==> config.mk <==
export PLATFORM = sky130hd
export DESIGN_NAME = rv_core
export DESIGN_NICKNAME = d
export VERILOG_FILES = /design/src/hw/rv_isa_pkg.sv /design/src/hw/rv_pipe_pkg.sv /design/src/hw/pipe_stage_reg.sv /design/src/hw/fetch_stage.sv /design/src/hw/reg_file.sv /design/src/hw/decode_stage.sv /design/src/hw/hazard_unit.sv /design/src/hw/execute_stage.sv /design/src/hw/mem_wb_stage.sv /design/src/hw/rv_core.sv
export SDC_FILE = /design/constraint.sdc
export NUM_CORES = 2
export LEC_CHECK = 0
export BUFFER_PORTS_ARGS = -buffer_cell sky130_fd_sc_hd__buf_2
export CORE_MARGIN = 10
export CORE_UTILIZATION = 35
export CTS_CLUSTER_SIZE = 10
export DETAILED_ROUTE_END_ITERATION = 8
export GPL_TIMING_DRIVEN = 0
export PLACE_DENSITY = 0.5
export SETUP_SLACK_MARGIN = 0.3
export SLEW_MARGIN = 20
export SYNTH_ARGS = -nofsm -noshare
export SYNTH_HDL_FRONTEND = slang
export SYNTH_SLANG_ARGS = --single-unit
==> constraint.sdc <==
create_clock -name clk -period 7.9 [get_ports clk]
set_clock_uncertainty 0.1 [all_clocks]
set_input_delay 0.79 -clock clk [delete_from_list [all_inputs] [get_ports clk]]
set_output_delay 0.79 -clock clk [all_outputs]
set_load 0.1 [all_outputs]
==> src/hw/rv_isa_pkg.sv <==
package rv_isa_pkg;

	localparam int XLEN = 32;

	typedef logic [XLEN-1:0] word_t;
	typedef logic [4:0] reg_idx_t;

	localparam word_t RESET_PC = '0;

	// Major opcodes
	localparam logic [6:0] OP_LUI = 7'b0110111;
	localparam logic [6:0] OP_AUIPC = 7'b0010111;
	localparam logic [6:0] OP_JAL = 7'b1101111;
	localparam logic [6:0] OP_JALR = 7'b1100111;
	localparam logic [6:0] OP_BRANCH = 7'b1100011;
	localparam logic [6:0] OP_LOAD = 7'b0000011;
	localparam logic [6:0] OP_STORE = 7'b0100011;
	localparam logic [6:0] OP_IMM = 7'b0010011;
	localparam logic [6:0] OP_REG = 7'b0110011;

	// Branch conditions
	localparam logic [2:0] F3_BEQ = 3'b000;
	localparam logic [2:0] F3_BNE = 3'b001;
	localparam logic [2:0] F3_BLT = 3'b100;
	localparam logic [2:0] F3_BGE = 3'b101;
	localparam logic [2:0] F3_BLTU = 3'b110;
	localparam logic [2:0] F3_BGEU = 3'b111;

	typedef enum logic [3:0] {
		ADD,
		SUB,
		SLL,
		SLT,
		SLTU,
		XOR,
		SRL,
		SRA,
		OR,
		AND
	} alu_op_t;

endpackage

==> src/hw/rv_pipe_pkg.sv <==
package rv_pipe_pkg;

	import rv_isa_pkg::*;

	typedef struct packed {
		word_t pc;
		word_t instr;
	} if_id_t;

	typedef struct packed {
		word_t pc;
		word_t rs1_val;
		word_t rs2_val;
		word_t imm;
		reg_idx_t rs1;
		reg_idx_t rs2;
		reg_idx_t rd;
		alu_op_t alu_op;
		logic use_imm;
		// Operand A from the PC instead of rs1
		logic use_pc;
		logic write_reg;
		logic mem_read;
		logic mem_write;
		logic is_branch;
		logic is_jal;
		logic is_jalr;
		logic [2:0] branch_f3;
	} id_ex_t;

	typedef struct packed {
		word_t alu_res;
		word_t store_data;
		reg_idx_t rd;
		logic write_reg;
		logic mem_read;
		logic mem_write;
	} ex_mem_t;

	typedef struct packed {
		word_t wb_data;
		reg_idx_t rd;
		logic write_reg;
	} mem_wb_t;

	// Source of an execute operand
	typedef enum logic [1:0] {
		FWD_NONE,
		FWD_MEM,
		FWD_WB
	} fwd_sel_t;

endpackage

==> src/hw/pipe_stage_reg.sv <==
`timescale 1ns/1ns

module pipe_stage_reg #(
	parameter type payload_t = logic
) (
	input logic clk,
	input logic reset,
	input logic hold,
	input logic flush,
	input logic in_valid,
	input payload_t in_data,
	output logic out_valid,
	output payload_t out_data
);

	always_ff @(posedge clk) begin
		if (reset || flush) begin
			out_valid <= 1'b0;
		end else if (!hold) begin
			out_valid <= in_valid;
		end
	end

	// Payload only matters while valid
	always_ff @(posedge clk) begin
		if (!hold) begin
			out_data <= in_data;
		end
	end

endmodule

==> src/hw/fetch_stage.sv <==
`timescale 1ns/1ns

module fetch_stage (
	input logic clk,
	input logic reset,
	input logic stall,
	input logic redirect_req,
	input rv_isa_pkg::word_t redirect_pc,
	output rv_isa_pkg::word_t imem_addr,
	input rv_isa_pkg::word_t imem_data,
	output rv_pipe_pkg::if_id_t out,
	output logic out_valid
);

	import rv_isa_pkg::*;
	import rv_pipe_pkg::*;

	word_t pc;

	// Redirect wins over a load-use stall
	always_ff @(posedge clk) begin
		if (reset) begin
			pc <= RESET_PC;
		end else if (redirect_req) begin
			pc <= redirect_pc;
		end else if (!stall) begin
			pc <= pc + 32'd4;
		end
	end

	assign imem_addr = pc;

	assign out.pc = pc;
	assign out.instr = imem_data;

	// Wrong-path fetch while execute redirects
	assign out_valid = !redirect_req;

endmodule

==> src/hw/reg_file.sv <==
`timescale 1ns/1ns

module reg_file (
	input logic clk,
	input logic reset,
	input rv_isa_pkg::reg_idx_t rs1,
	input rv_isa_pkg::reg_idx_t rs2,
	output rv_isa_pkg::word_t rs1_val,
	output rv_isa_pkg::word_t rs2_val,
	input rv_isa_pkg::reg_idx_t rd,
	input rv_isa_pkg::word_t wr_data,
	input logic wr_en
);

	import rv_isa_pkg::*;

	word_t regs [32];

	always_ff @(posedge clk) begin
		if (reset) begin
			for (int i = 0; i < 32; i++) begin
				regs[i] <= '0;
			end
		end else if (wr_en && rd != '0) begin
			regs[rd] <= wr_data;
		end
	end

	// Write-through so decode sees the write-back value
	assign rs1_val = (rs1 == '0) ? '0 : (wr_en && rd == rs1) ? wr_data : regs[rs1];
	assign rs2_val = (rs2 == '0) ? '0 : (wr_en && rd == rs2) ? wr_data : regs[rs2];

endmodule

==> src/hw/decode_stage.sv <==
`timescale 1ns/1ns

module decode_stage (
	input rv_pipe_pkg::if_id_t in,
	output rv_isa_pkg::reg_idx_t rs1,
	output rv_isa_pkg::reg_idx_t rs2,
	input rv_isa_pkg::word_t rs1_val,
	input rv_isa_pkg::word_t rs2_val,
	output rv_pipe_pkg::id_ex_t out
);

	import rv_isa_pkg::*;
	import rv_pipe_pkg::*;

	logic [6:0] opcode;
	logic [2:0] f3;
	logic [6:0] f7;
	logic no_rs1;
	logic no_rd;
	word_t imm_i;
	word_t imm_s;
	word_t imm_b;
	word_t imm_u;
	word_t imm_j;

	// alt selects SUB or SRA
	function automatic alu_op_t alu_decode(logic [2:0] code, logic alt);
		case (code)
			3'b000: return alt ? SUB : ADD;
			3'b001: return SLL;
			3'b010: return SLT;
			3'b011: return SLTU;
			3'b100: return XOR;
			3'b101: return alt ? SRA : SRL;
			3'b110: return OR;
			default: return AND;
		endcase
	endfunction

	assign opcode = in.instr[6:0];
	assign f3 = in.instr[14:12];
	assign f7 = in.instr[31:25];

	assign no_rs1 = (opcode == OP_LUI) || (opcode == OP_AUIPC) || (opcode == OP_JAL);
	assign no_rd = (opcode == OP_STORE) || (opcode == OP_BRANCH);

	assign rs1 = no_rs1 ? '0 : in.instr[19:15];
	assign rs2 = in.instr[24:20];

	assign imm_i = {{20{in.instr[31]}}, in.instr[31:20]};
	assign imm_s = {{20{in.instr[31]}}, in.instr[31:25], in.instr[11:7]};
	assign imm_b = {{19{in.instr[31]}}, in.instr[31], in.instr[7],
		in.instr[30:25], in.instr[11:8], 1'b0};
	assign imm_u = {in.instr[31:12], 12'b0};
	assign imm_j = {{11{in.instr[31]}}, in.instr[31], in.instr[19:12],
		in.instr[20], in.instr[30:21], 1'b0};

	always_comb begin
		out = '0;
		out.pc = in.pc;
		out.rs1_val = rs1_val;
		out.rs2_val = rs2_val;
		out.rs1 = rs1;
		out.rs2 = rs2;
		out.rd = no_rd ? '0 : in.instr[11:7];
		out.alu_op = ADD;
		out.branch_f3 = f3;
		case (opcode)
			OP_LUI: begin
				out.imm = imm_u;
				out.use_imm = 1'b1;
				out.write_reg = 1'b1;
			end
			OP_AUIPC: begin
				out.imm = imm_u;
				out.use_imm = 1'b1;
				out.use_pc = 1'b1;
				out.write_reg = 1'b1;
			end
			OP_JAL: begin
				out.imm = imm_j;
				out.use_pc = 1'b1;
				out.is_jal = 1'b1;
				out.write_reg = 1'b1;
			end
			OP_JALR: begin
				out.imm = imm_i;
				out.is_jalr = 1'b1;
				out.write_reg = 1'b1;
			end
			OP_BRANCH: begin
				out.imm = imm_b;
				out.is_branch = 1'b1;
			end
			OP_LOAD: begin
				out.imm = imm_i;
				out.use_imm = 1'b1;
				out.mem_read = 1'b1;
				out.write_reg = 1'b1;
			end
			OP_STORE: begin
				out.imm = imm_s;
				out.use_imm = 1'b1;
				out.mem_write = 1'b1;
			end
			OP_IMM: begin
				out.imm = imm_i;
				out.use_imm = 1'b1;
				out.write_reg = 1'b1;
				// funct7 only qualifies the shift
				out.alu_op = alu_decode(f3, (f3 == 3'b101) && f7[5]);
			end
			OP_REG: begin
				out.write_reg = 1'b1;
				out.alu_op = alu_decode(f3, f7[5]);
			end
			default: begin
				out.rd = '0;
			end
		endcase
	end

endmodule

==> src/hw/hazard_unit.sv <==
`timescale 1ns/1ns

module hazard_unit (
	input rv_isa_pkg::reg_idx_t id_rs1,
	input rv_isa_pkg::reg_idx_t id_rs2,
	input rv_isa_pkg::reg_idx_t ex_rs1,
	input rv_isa_pkg::reg_idx_t ex_rs2,
	input rv_isa_pkg::reg_idx_t ex_rd,
	input logic ex_mem_read,
	input logic ex_valid,
	input rv_isa_pkg::reg_idx_t mem_rd,
	input logic mem_write_reg,
	input logic mem_valid,
	input rv_isa_pkg::reg_idx_t wb_rd,
	input logic wb_write_reg,
	input logic wb_valid,
	input logic redirect_req,
	output logic stall,
	output logic redirect,
	output rv_pipe_pkg::fwd_sel_t fwd_a,
	output rv_pipe_pkg::fwd_sel_t fwd_b
);

	import rv_isa_pkg::*;
	import rv_pipe_pkg::*;

	// Memory stage holds the younger writer
	function automatic fwd_sel_t pick(reg_idx_t src);
		if (src == '0) begin
			return FWD_NONE;
		end
		if (mem_valid && mem_write_reg && mem_rd == src) begin
			return FWD_MEM;
		end
		if (wb_valid && wb_write_reg && wb_rd == src) begin
			return FWD_WB;
		end
		return FWD_NONE;
	endfunction

	always_comb begin
		fwd_a = pick(ex_rs1);
		fwd_b = pick(ex_rs2);
	end

	// Load data is only ready in write-back, one bubble covers it
	assign stall = ex_valid && ex_mem_read && (ex_rd != '0) &&
		(ex_rd == id_rs1 || ex_rd == id_rs2);

	assign redirect = redirect_req;

endmodule

==> src/hw/execute_stage.sv <==
`timescale 1ns/1ns

module execute_stage (
	input rv_pipe_pkg::id_ex_t in,
	input rv_pipe_pkg::fwd_sel_t fwd_a,
	input rv_pipe_pkg::fwd_sel_t fwd_b,
	input rv_isa_pkg::word_t mem_fwd,
	input rv_isa_pkg::word_t wb_fwd,
	output rv_pipe_pkg::ex_mem_t out,
	output logic redirect_req,
	output rv_isa_pkg::word_t redirect_pc,
	input logic in_valid
);

	import rv_isa_pkg::*;
	import rv_pipe_pkg::*;

	word_t src_a;
	word_t src_b;
	word_t op_a;
	word_t op_b;
	word_t alu_out;
	word_t jalr_target;
	logic taken;

	function automatic word_t fwd_mux(fwd_sel_t sel, word_t reg_val, word_t mem_val,
		word_t wb_val);
		case (sel)
			FWD_MEM: return mem_val;
			FWD_WB: return wb_val;
			default: return reg_val;
		endcase
	endfunction

	assign src_a = fwd_mux(fwd_a, in.rs1_val, mem_fwd, wb_fwd);
	assign src_b = fwd_mux(fwd_b, in.rs2_val, mem_fwd, wb_fwd);

	assign op_a = in.use_pc ? in.pc : src_a;
	assign op_b = in.use_imm ? in.imm : src_b;

	always_comb begin
		case (in.alu_op)
			SUB: alu_out = op_a - op_b;
			SLL: alu_out = op_a << op_b[4:0];
			SLT: alu_out = {31'b0, $signed(op_a) < $signed(op_b)};
			SLTU: alu_out = {31'b0, op_a < op_b};
			XOR: alu_out = op_a ^ op_b;
			SRL: alu_out = op_a >> op_b[4:0];
			SRA: alu_out = $signed(op_a) >>> op_b[4:0];
			OR: alu_out = op_a | op_b;
			AND: alu_out = op_a & op_b;
			default: alu_out = op_a + op_b;
		endcase
	end

	always_comb begin
		case (in.branch_f3)
			F3_BEQ: taken = (src_a == src_b);
			F3_BNE: taken = (src_a != src_b);
			F3_BLT: taken = ($signed(src_a) < $signed(src_b));
			F3_BGE: taken = ($signed(src_a) >= $signed(src_b));
			F3_BLTU: taken = (src_a < src_b);
			F3_BGEU: taken = (src_a >= src_b);
			default: taken = 1'b0;
		endcase
	end

	assign jalr_target = (src_a + in.imm) & ~32'd1;
	assign redirect_pc = in.is_jalr ? jalr_target : in.pc + in.imm;
	assign redirect_req = in_valid && (in.is_jal || in.is_jalr || (in.is_branch && taken));

	always_comb begin
		// Jumps write the return address
		out.alu_res = (in.is_jal || in.is_jalr) ? in.pc + 32'd4 : alu_out;
		out.store_data = src_b;
		out.rd = in.rd;
		out.write_reg = in.write_reg;
		out.mem_read = in.mem_read;
		out.mem_write = in.mem_write;
	end

endmodule

==> src/hw/mem_wb_stage.sv <==
`timescale 1ns/1ns

module mem_wb_stage (
	input rv_pipe_pkg::ex_mem_t in,
	input logic in_valid,
	output rv_isa_pkg::word_t dmem_addr,
	output rv_isa_pkg::word_t dmem_wdata,
	output logic dmem_we,
	output logic dmem_re,
	input rv_isa_pkg::word_t dmem_rdata,
	output rv_pipe_pkg::mem_wb_t out
);

	import rv_pipe_pkg::*;

	assign dmem_addr = in.alu_res;
	assign dmem_wdata = in.store_data;

	// Bubbles and flushed slots never touch memory
	assign dmem_we = in_valid && in.mem_write;
	assign dmem_re = in_valid && in.mem_read;

	always_comb begin
		out.wb_data = in.mem_read ? dmem_rdata : in.alu_res;
		out.rd = in.rd;
		out.write_reg = in.write_reg;
	end

endmodule

==> src/hw/rv_core.sv <==
`timescale 1ns/1ns

module rv_core (
	input logic clk,
	input logic reset,
	output rv_isa_pkg::word_t imem_addr,
	input rv_isa_pkg::word_t imem_data,
	output rv_isa_pkg::word_t dmem_addr,
	output rv_isa_pkg::word_t dmem_wdata,
	output logic dmem_we,
	output logic dmem_re,
	input rv_isa_pkg::word_t dmem_rdata
);

	import rv_isa_pkg::*;
	import rv_pipe_pkg::*;

	if_id_t fetch_out;
	if_id_t if_id;
	id_ex_t decode_out;
	id_ex_t id_ex;
	ex_mem_t exec_out;
	ex_mem_t ex_mem;
	mem_wb_t mem_out;
	mem_wb_t mem_wb;
	logic fetch_valid;
	logic if_id_valid;
	logic id_ex_valid;
	logic ex_mem_valid;
	logic mem_wb_valid;
	reg_idx_t id_rs1;
	reg_idx_t id_rs2;
	word_t rs1_val;
	word_t rs2_val;
	logic stall;
	logic redirect;
	logic redirect_req;
	word_t redirect_pc;
	fwd_sel_t fwd_a;
	fwd_sel_t fwd_b;

	fetch_stage u_fetch (
		.clk(clk),
		.reset(reset),
		.stall(stall),
		.redirect_req(redirect_req),
		.redirect_pc(redirect_pc),
		.imem_addr(imem_addr),
		.imem_data(imem_data),
		.out(fetch_out),
		.out_valid(fetch_valid)
	);

	pipe_stage_reg #(.payload_t(if_id_t)) u_if_id (
		.clk(clk),
		.reset(reset),
		.hold(stall),
		.flush(redirect),
		.in_valid(fetch_valid),
		.in_data(fetch_out),
		.out_valid(if_id_valid),
		.out_data(if_id)
	);

	decode_stage u_decode (
		.in(if_id),
		.rs1(id_rs1),
		.rs2(id_rs2),
		.rs1_val(rs1_val),
		.rs2_val(rs2_val),
		.out(decode_out)
	);

	reg_file u_regs (
		.clk(clk),
		.reset(reset),
		.rs1(id_rs1),
		.rs2(id_rs2),
		.rs1_val(rs1_val),
		.rs2_val(rs2_val),
		.rd(mem_wb.rd),
		.wr_data(mem_wb.wb_data),
		.wr_en(mem_wb_valid && mem_wb.write_reg)
	);

	// A stall turns the decode slot into a bubble
	pipe_stage_reg #(.payload_t(id_ex_t)) u_id_ex (
		.clk(clk),
		.reset(reset),
		.hold(1'b0),
		.flush(stall || redirect),
		.in_valid(if_id_valid),
		.in_data(decode_out),
		.out_valid(id_ex_valid),
		.out_data(id_ex)
	);

	execute_stage u_execute (
		.in(id_ex),
		.fwd_a(fwd_a),
		.fwd_b(fwd_b),
		.mem_fwd(ex_mem.alu_res),
		.wb_fwd(mem_wb.wb_data),
		.out(exec_out),
		.redirect_req(redirect_req),
		.redirect_pc(redirect_pc),
		.in_valid(id_ex_valid)
	);

	pipe_stage_reg #(.payload_t(ex_mem_t)) u_ex_mem (
		.clk(clk),
		.reset(reset),
		.hold(1'b0),
		.flush(1'b0),
		.in_valid(id_ex_valid),
		.in_data(exec_out),
		.out_valid(ex_mem_valid),
		.out_data(ex_mem)
	);

	mem_wb_stage u_mem (
		.in(ex_mem),
		.in_valid(ex_mem_valid),
		.dmem_addr(dmem_addr),
		.dmem_wdata(dmem_wdata),
		.dmem_we(dmem_we),
		.dmem_re(dmem_re),
		.dmem_rdata(dmem_rdata),
		.out(mem_out)
	);

	pipe_stage_reg #(.payload_t(mem_wb_t)) u_mem_wb (
		.clk(clk),
		.reset(reset),
		.hold(1'b0),
		.flush(1'b0),
		.in_valid(ex_mem_valid),
		.in_data(mem_out),
		.out_valid(mem_wb_valid),
		.out_data(mem_wb)
	);

	hazard_unit u_hazard (
		.id_rs1(id_rs1),
		.id_rs2(id_rs2),
		.ex_rs1(id_ex.rs1),
		.ex_rs2(id_ex.rs2),
		.ex_rd(id_ex.rd),
		.ex_mem_read(id_ex.mem_read),
		.ex_valid(id_ex_valid),
		.mem_rd(ex_mem.rd),
		.mem_write_reg(ex_mem.write_reg),
		.mem_valid(ex_mem_valid),
		.wb_rd(mem_wb.rd),
		.wb_write_reg(mem_wb.write_reg),
		.wb_valid(mem_wb_valid),
		.redirect_req(redirect_req),
		.stall(stall),
		.redirect(redirect),
		.fwd_a(fwd_a),
		.fwd_b(fwd_b)
	);

endmodule

# After elaboration in Yosys (flattened, before gate mapping)
# Memories as Yosys holds them, arrays and structs flattened. A register that Yosys moved wholly into a read port is not among the register bits.
# Index checks and enable logic that the tools add are counted.
dict set report op_classes {
  order_cmp 6
  n_mul 0
  mux 63
  eq_ne 44
  add_sub_neg 6
  n_shift 3
  div_mod_pow 0
  reduce_logical 43
  bitwise_logic 4
}
# operator count
set ops {}
lappend ops {{32-bit two-way mux} 10}
lappend ops {{32-bit one-hot mux with 9 select lines} 1}
lappend ops {{32-bit one-hot mux with 5 select lines} 1}
lappend ops {{32-bit less-than comparator} 4}
lappend ops {{32-bit one-hot mux with 2 select lines} 2}
lappend ops {{32-bit adder} 3}
lappend ops {{32-bit by 3-bit adder with 32-bit output, second input constant} 2}
lappend ops {{32-bit greater-or-equal comparator} 2}
lappend ops {{4-bit one-hot mux with 7 select lines} 2}
lappend ops {{5-bit equality test} 8}
lappend ops {{32-bit AND} 1}
lappend ops {{32-bit equality test} 1}
lappend ops {{32-bit inequality test} 1}
lappend ops {{32-bit bitwise OR} 1}
lappend ops {{32-bit OR reduction} 1}
lappend ops {{32-bit by 5-bit << shifter with 32-bit output} 1}
lappend ops {{32-bit by 5-bit right shift with 32-bit output} 1}
lappend ops {{32-bit by 5-bit >>> shifter with 32-bit output} 1}
lappend ops {{32-bit subtractor} 1}
lappend ops {{32-bit bitwise XOR} 1}
lappend ops {{1-bit two-way mux} 30}
lappend ops {{2-bit two-way mux} 12}
lappend ops {{3-bit equality test, second input constant} 7}
lappend ops {{7-bit by 6-bit equality test with 1-bit output, second input constant} 3}
lappend ops {{27 further kinds} 72}
dict set report totals {
  word_cells 203
  input_bits 66
  memories 1
  latch_bits 0
  romBits 0
  ram_bits 1024
  reg_bits 368
  out_inout_bits 98
}
# name words width read_ports rd_ports_with_merged_regs write_ports line
set mem_list {}
lappend mem_list {u_regs.regs 32 32 2 1 32 reg_file.sv:17} ;# word_t regs [32];

# Longest topological paths before layout
dict set report depth {
  word_depth 18
  depth_mapped 27
  mapped_depth_nobuf 23
}

# Hierarchy
# From an unflattened synthesis, not the netlist that was laid out.
dict set report unflattened {
  cells_unflattened 7248
  hier_area_um2 86621.8
}
# mod n_inst seq_area_each_um2 area_per_inst_um2 cells_each
set by_module_without_submodules {}
lappend by_module_without_submodules {reg_file 1 30749.5 55185.4 3830}
lappend by_module_without_submodules {execute_stage 1 0.0 15712.6 2358}
lappend by_module_without_submodules {{pipe_stage_reg (u_id_ex)} 1 4764.6 4788.3 162}
lappend by_module_without_submodules {fetch_stage 1 640.6 2407.3 307}
lappend by_module_without_submodules {{pipe_stage_reg (u_ex_mem)} 1 2182.1 2205.9 76}
lappend by_module_without_submodules {{pipe_stage_reg (u_if_id)} 1 1941.9 1965.6 68}
lappend by_module_without_submodules {decode_stage 1 0.0 1665.3 239}
lappend by_module_without_submodules {{pipe_stage_reg (u_mem_wb)} 1 1161.1 1184.9 42}
lappend by_module_without_submodules {mem_wb_stage 1 0.0 1078.5 108}
lappend by_module_without_submodules {hazard_unit 1 0.0 411.6 55}
lappend by_module_without_submodules {rv_core 1 0.0 16.3 3}

# Least setup slack after synthesis
# OpenSTA, ideal clock, no wires.
dict set report synth_timing {
  kind {register to register}
  start {register u_mem_wb.out_data[4] (netlist bit)}
  end {register u_ex_mem.out_data[70] (netlist bit)}
  synth_period_minus_slack_ns 5.632
  path_buffers 5
  arrival_ns 5.390
  setup_ns 0.142
  path_stages_with_launch 25
  path_slack_ns 2.268
  required_ns 7.658
  path_cell_list {dfxtp_1 > buf_1 > xnor2_1 > nand4_1 > or3_1 > ha_1 > clkbuf_1 > a221o_1 > o21ai_0 > o21a_1 > clkbuf_1 > clkbuf_1 > ha_1 > clkbuf_1 > a21o_1 > a21oi_1 > a21oi_1 > a211oi_1 > o31ai_1 > a221o_1 > a21oi_1 > o21ba_2 > o22ai_1 > a221oi_1 > a311oi_1}
}
# item line
set synth_lines {}
lappend synth_lines {{start, declared} pipe_stage_reg.sv:13} ;# output payload_t out_data
lappend synth_lines {{start signal, assigned} pipe_stage_reg.sv:27} ;# out_data <= in_data;
lappend synth_lines {{end signal, assigned} pipe_stage_reg.sv:27}
lappend synth_lines {{end, declared} pipe_stage_reg.sv:13}

# Worst setup path after layout
dict set report layout_timing {
  start {register u_mem_wb.out_data[3] (netlist bit)}
  end {register u_fetch.pc[29], in the netlist u_fetch.imem_addr[29]}
}
dict set report layout_between {
  elab_chain_cells 16
  word_cells_on_any_way 38
  classes_between {add/sub: 1; order compare: 4; eq/ne: 9; mux: 19; reduce/logical: 5}
}
# item line
set layout_rtl {}
lappend layout_rtl {{5-bit equality test} hazard_unit.sv:35} ;# if (wb_valid && wb_write_reg && wb_rd == src) begin
lappend layout_rtl {{1-bit logical AND} hazard_unit.sv:35}
lappend layout_rtl {{1-bit two-way mux (2 in series)} hazard_unit.sv:35}
lappend layout_rtl {{1-bit two-way mux} hazard_unit.sv:32} ;# if (mem_valid && mem_write_reg && mem_rd == src) begin
lappend layout_rtl {{2-bit two-way mux} hazard_unit.sv:38} ;# return FWD_NONE;
lappend layout_rtl {{2-bit two-way mux} hazard_unit.sv:35}
lappend layout_rtl {{2-bit two-way mux} hazard_unit.sv:32}
lappend layout_rtl {{2-bit equality test or 2-bit by 1-bit equality test with 1-bit output (tied branches)} execute_stage.sv:28} ;# case (sel)
lappend layout_rtl {{32-bit one-hot mux with 2 select lines} execute_stage.sv:28}
lappend layout_rtl {{32-bit greater-or-equal comparator (tied with other cells)} execute_stage.sv:63} ;# F3_BGEU: taken = (src_a >= src_b);
lappend layout_rtl {{1-bit one-hot mux with 6 select lines} execute_stage.sv:57} ;# case (in.branch_f3)
lappend layout_rtl {{1-bit logical AND} execute_stage.sv:70} ;# assign redirect_req = in_valid && (in.is_jal || in.is_jalr || (in.is_branch && taken));
lappend layout_rtl {{1-bit logical OR} execute_stage.sv:70}
lappend layout_rtl {{1-bit logical AND} execute_stage.sv:70}
lappend layout_rtl {{2-bit by 1-bit inequality test with 1-bit output (no source line) or 32-bit two-way mux (tied branches)} n/a}
lappend layout_rtl {{end signal, assigned} fetch_stage.sv:25} ;# pc <= redirect_pc;
lappend layout_rtl {{end signal, assigned} fetch_stage.sv:27} ;# pc <= pc + 32'd4;
lappend layout_rtl {{end, declared} fetch_stage.sv:18} ;# word_t pc;
# Several ways; a longest one is shown, not always the timed one. The select of a mux whose other input is x is not followed.
# A chain may end at the register's enable or synchronous reset.

==> flow_summary.yaml <==
synth:
  ys_types: 95
  synth.most_common_cell: "edfxtp_1"
  ys.flop_type: "edfxtp_1"
  ys_top_cells_by_count: "edfxtp_1 (1088), and2_1 (1012), clkbuf_1 (514), o21ai_0 (453), nand2_1 (406)"
  synth.avg_cell_area_um2: 11.1
  yosysWarnings: 0
  async_flop_share_pct: 0
  netlist_area_um2: 82300
  ys_ff_latch: 1397
  ys_top_cells_by_area: "edfxtp_1 (40%), mux4_2 (8.9%), and2_1 (7.7%), dfxtp_1 (7.5%), mux2i_1 (3.8%)"
  synth_enable_flop_cells: 1088
  synth-seq-area-share_pct: 47.2
  synthCells: 7403
  yosysTopAreaCell: "edfxtp_1"
  yosysTopAreaCellShare_pct: 39.7
grt:
  antenna_found_initial: 37
  grt_overflow: 0
  grt_max_degree: 55
  grt_pass1_vias: 67119
  grt_util_all_layers_pct: 32.8
  grt_pass1_wl_mm: 580
drt:
  drtIter0Drc: 9326
  drc_errors: 0
  via_per_inst: 6.18
  wl_per_cell_um: 39.2
  wl_mm: 437
  drtPass1Iterations: 8
  via_count: 68881
  ant_nets: 0
clock_network:
  clock_latency_ps: 850
  cts.clk_slew.worst_paths_ps: 60
  cts_root_buf: "clkbuf_16"
  cts_buffer_depth: 3
  cts_buffers: 169
  cts_tree: "done"
  cts.sinks: 1397
  cts_htree_levels: 4
power_and_ir_drop:
  switchingPower_mw: 9.38
  combPwrFrac_pct: 27.5
  p_leak_nw: 35.6
  power_density_nw_per_um2: 249
  swShare_pct: 39.7
  power_mw: 23.6
  seqPwrFrac_pct: 41.2
  ir_drop_mv: 0.339
  clock_power_share_pct: 31.4
  p_int_mw: 14.3
job:
  maxCapViolCount: 0
timing:
  maxSlewHeadroom_pct: 1.85
  worst_slew_pin_slew_ps: 1470
  fmax_mhz: 132
  rsz0062_at_grt: "yes"
  hold_violations: 0
  finalCritPeriodShare_pct: 95.6
  setup_viol: 0
  period_minus_slack_ps: 7550
  hold_ws_ps: 88.6
  drv_slew: 0
  fin_setup_tns_ps: 0
worst_setup_path:
  crit_start: "u_mem_wb.out_data[3]$_DFF_P_"
  crit_end: "u_fetch.imem_addr[29]$_SDFFE_PP0P_"
  max_stage_delay_ps: 1010
  regToRegSetupSlack_ps: 350
  criticalPathCategory: "reg2reg"
  r2r-end: "u_fetch.imem_addr[29]$_SDFFE_PP0P_"
  rr_startpoint: "u_mem_wb.out_data[3]$_DFF_P_"
  start_kind: "register"
  cp.required_ps: 8490
  slowest_stage: "o21ai_0"
  end_kind: "register"
  r2r_cells: 23
  crit_chain: "buf_2 > xor2_1 > nor2_1 > nand4_1 > or3_1 > inv_1 > ha_1 > clkbuf_1 > a22oi_1 > o21ai_0 > ha_1 > nand4_1 > nor4_2 > a21boi_0 > nand4b_1 > a21oi_1 > mux2_2 > a221oi_1 > or2_2 > buf_2 > buf_4 > a211oi_1 > a211oi_1"
  crit_path_max_fanout: 10
  cp.arrival_ps: 8140
cells_and_area:
  design_area_um2: 95000
  final_nets: 8139
  fin_cells: 11137
  area_growth_syn_to_layout_pct: 15.4
  drive_above_1_share_pct: 16.4
  seq_area_um2: 38900
  final.fill_count: 22748
  multi_input_area_um2: 40500
place:
  portBuffers: 163
  placed_cells: 10798
  gp_congestion: 1.11
  dp_hpwl_mm: 336
  place_area_um2: 89200
floorplan:
  die_area_um2: 255000
  core_um2: 233000
  initial_core_util_pct: 35.3
  io_pins: 164
  die_h_um: 505
  die_width_um: 505
  fp-row-count: 177
status:
  run_status: "finished clean"
worst_hold_path:
  hp-class: "in2reg"
cell type report:
type / count / area share [%]
Antenna cell: 31 / 0.0817
Buffer: 722 / 3.38
Clock buffer: 237 / 4.82
Clock inverter: 35 / 0.486
Inverter: 189 / 0.750
Multi-Input combinational cell: 5126 / 42.6
Sequential cell: 1397 / 40.9
Tap cell: 3132 / 4.13
Timing Repair Buffer: 268 / 2.77
per-stage QoR:
stage                     worst slack [ps]  utilization [%]
after floorplan                       2270                -
after global placement               -1880             37.3
after detailed placement             -1790             38.2
after CTS                              238             40.6
after global routing                   144             40.7
final                                  350             40.7
what timing repair did:
action	in CTS	in global routing
pin swaps	0	2
hold buffers	32	0
setup endpoints to repair	63	47
buffers inserted	2	0
hold endpoints to repair	32	0
resized for setup	39	27
critical path: cells and delay by family, from the launching register on:
kind	cells	cell delay, ps
compound gates	7	2380
xor+xnor	1	110
fa+ha+maj	2	520
buf+inv	5	1350
flops	1	350
mux	1	240
simple gates	7	2330
layout by cell type (no fill, tap or decap), drive strengths merged, types with 149 or more instances in the layout:
master,instances
clkbuf,757
nor2,353
mux2,170
buf,437
nand2,406
a21oi,373
mux4,327
dfxtp,309
ha,196
a211oi,208
edfxtp,1088
mux2i,315
inv,192
o221ai,149
and2,1013
o21ai,462
state kept, by name, indices dropped and copies added (netlist names), named ones only:
signal	count
u_ex_mem.out_data	72
u_ex_mem.out_valid	1
u_regs.regs	1024
u_if_id.out_data	64
u_id_ex.out_valid	1
u_fetch.imem_addr	32
u_mem_wb.out_valid	1
u_mem_wb.out_data	38
u_id_ex.out_data	158
u_if_id.out_valid	1
power groups by stage:
stage / registers, mW / logic, mW / clock network, mW
after global placement: 9.74 / 6.11 / 0
after detailed placement: 9.71 / 6.23 / 0
after CTS: 9.56 / 6.29 / 7.46
after floorplan: 8.79 / 3.73 / 0
final: 9.73 / 6.49 / 7.41
after global routing: 9.62 / 6.67 / 7.74
cell families after synthesis:
logic type               share of synthesized area (%)
flip-flops                                        47.2
multiplexers                                      15.1
AND/OR/NAND/NOR                                   14.0
AO/OA/AOI/OAI                                     14.2
buffers and inverters                             4.61
other                                          0.00456
XOR/XNOR                                          1.76
adder cells (fa/ha/maj)                           3.08
how the worst min path moves through the flow:
stage	start	to	slack, ps	cells past startpoint
floorplan	u_id_ex.out_data[6]$_DFF_P_	u_ex_mem.out_data[0]$_DFF_P_	210	0
global placement	u_id_ex.out_data[6]$_DFF_P_	u_ex_mem.out_data[0]$_DFF_P_	210	0
detailed placement	u_id_ex.out_data[6]$_DFF_P_	u_ex_mem.out_data[0]$_DFF_P_	210	0
CTS	dmem_rdata[0]	u_mem_wb.out_data[6]$_DFF_P_	50	2
global route	dmem_rdata[0]	u_mem_wb.out_data[6]$_DFF_P_	70	2
finish	dmem_rdata[19]	u_mem_wb.out_data[25]$_DFF_P_	90	2
routing by layer:
layer	GRT usage, %	up-vias	part of all wire [%]
met3	8.59	1224	9.1
met1	38.7	34671	37
met4	27.5	12	10
met2	49.7	4407	44
li1	-	28567	-
met5	0	-	0.018
No activity file was read; power rests on OpenSTA's default activity.
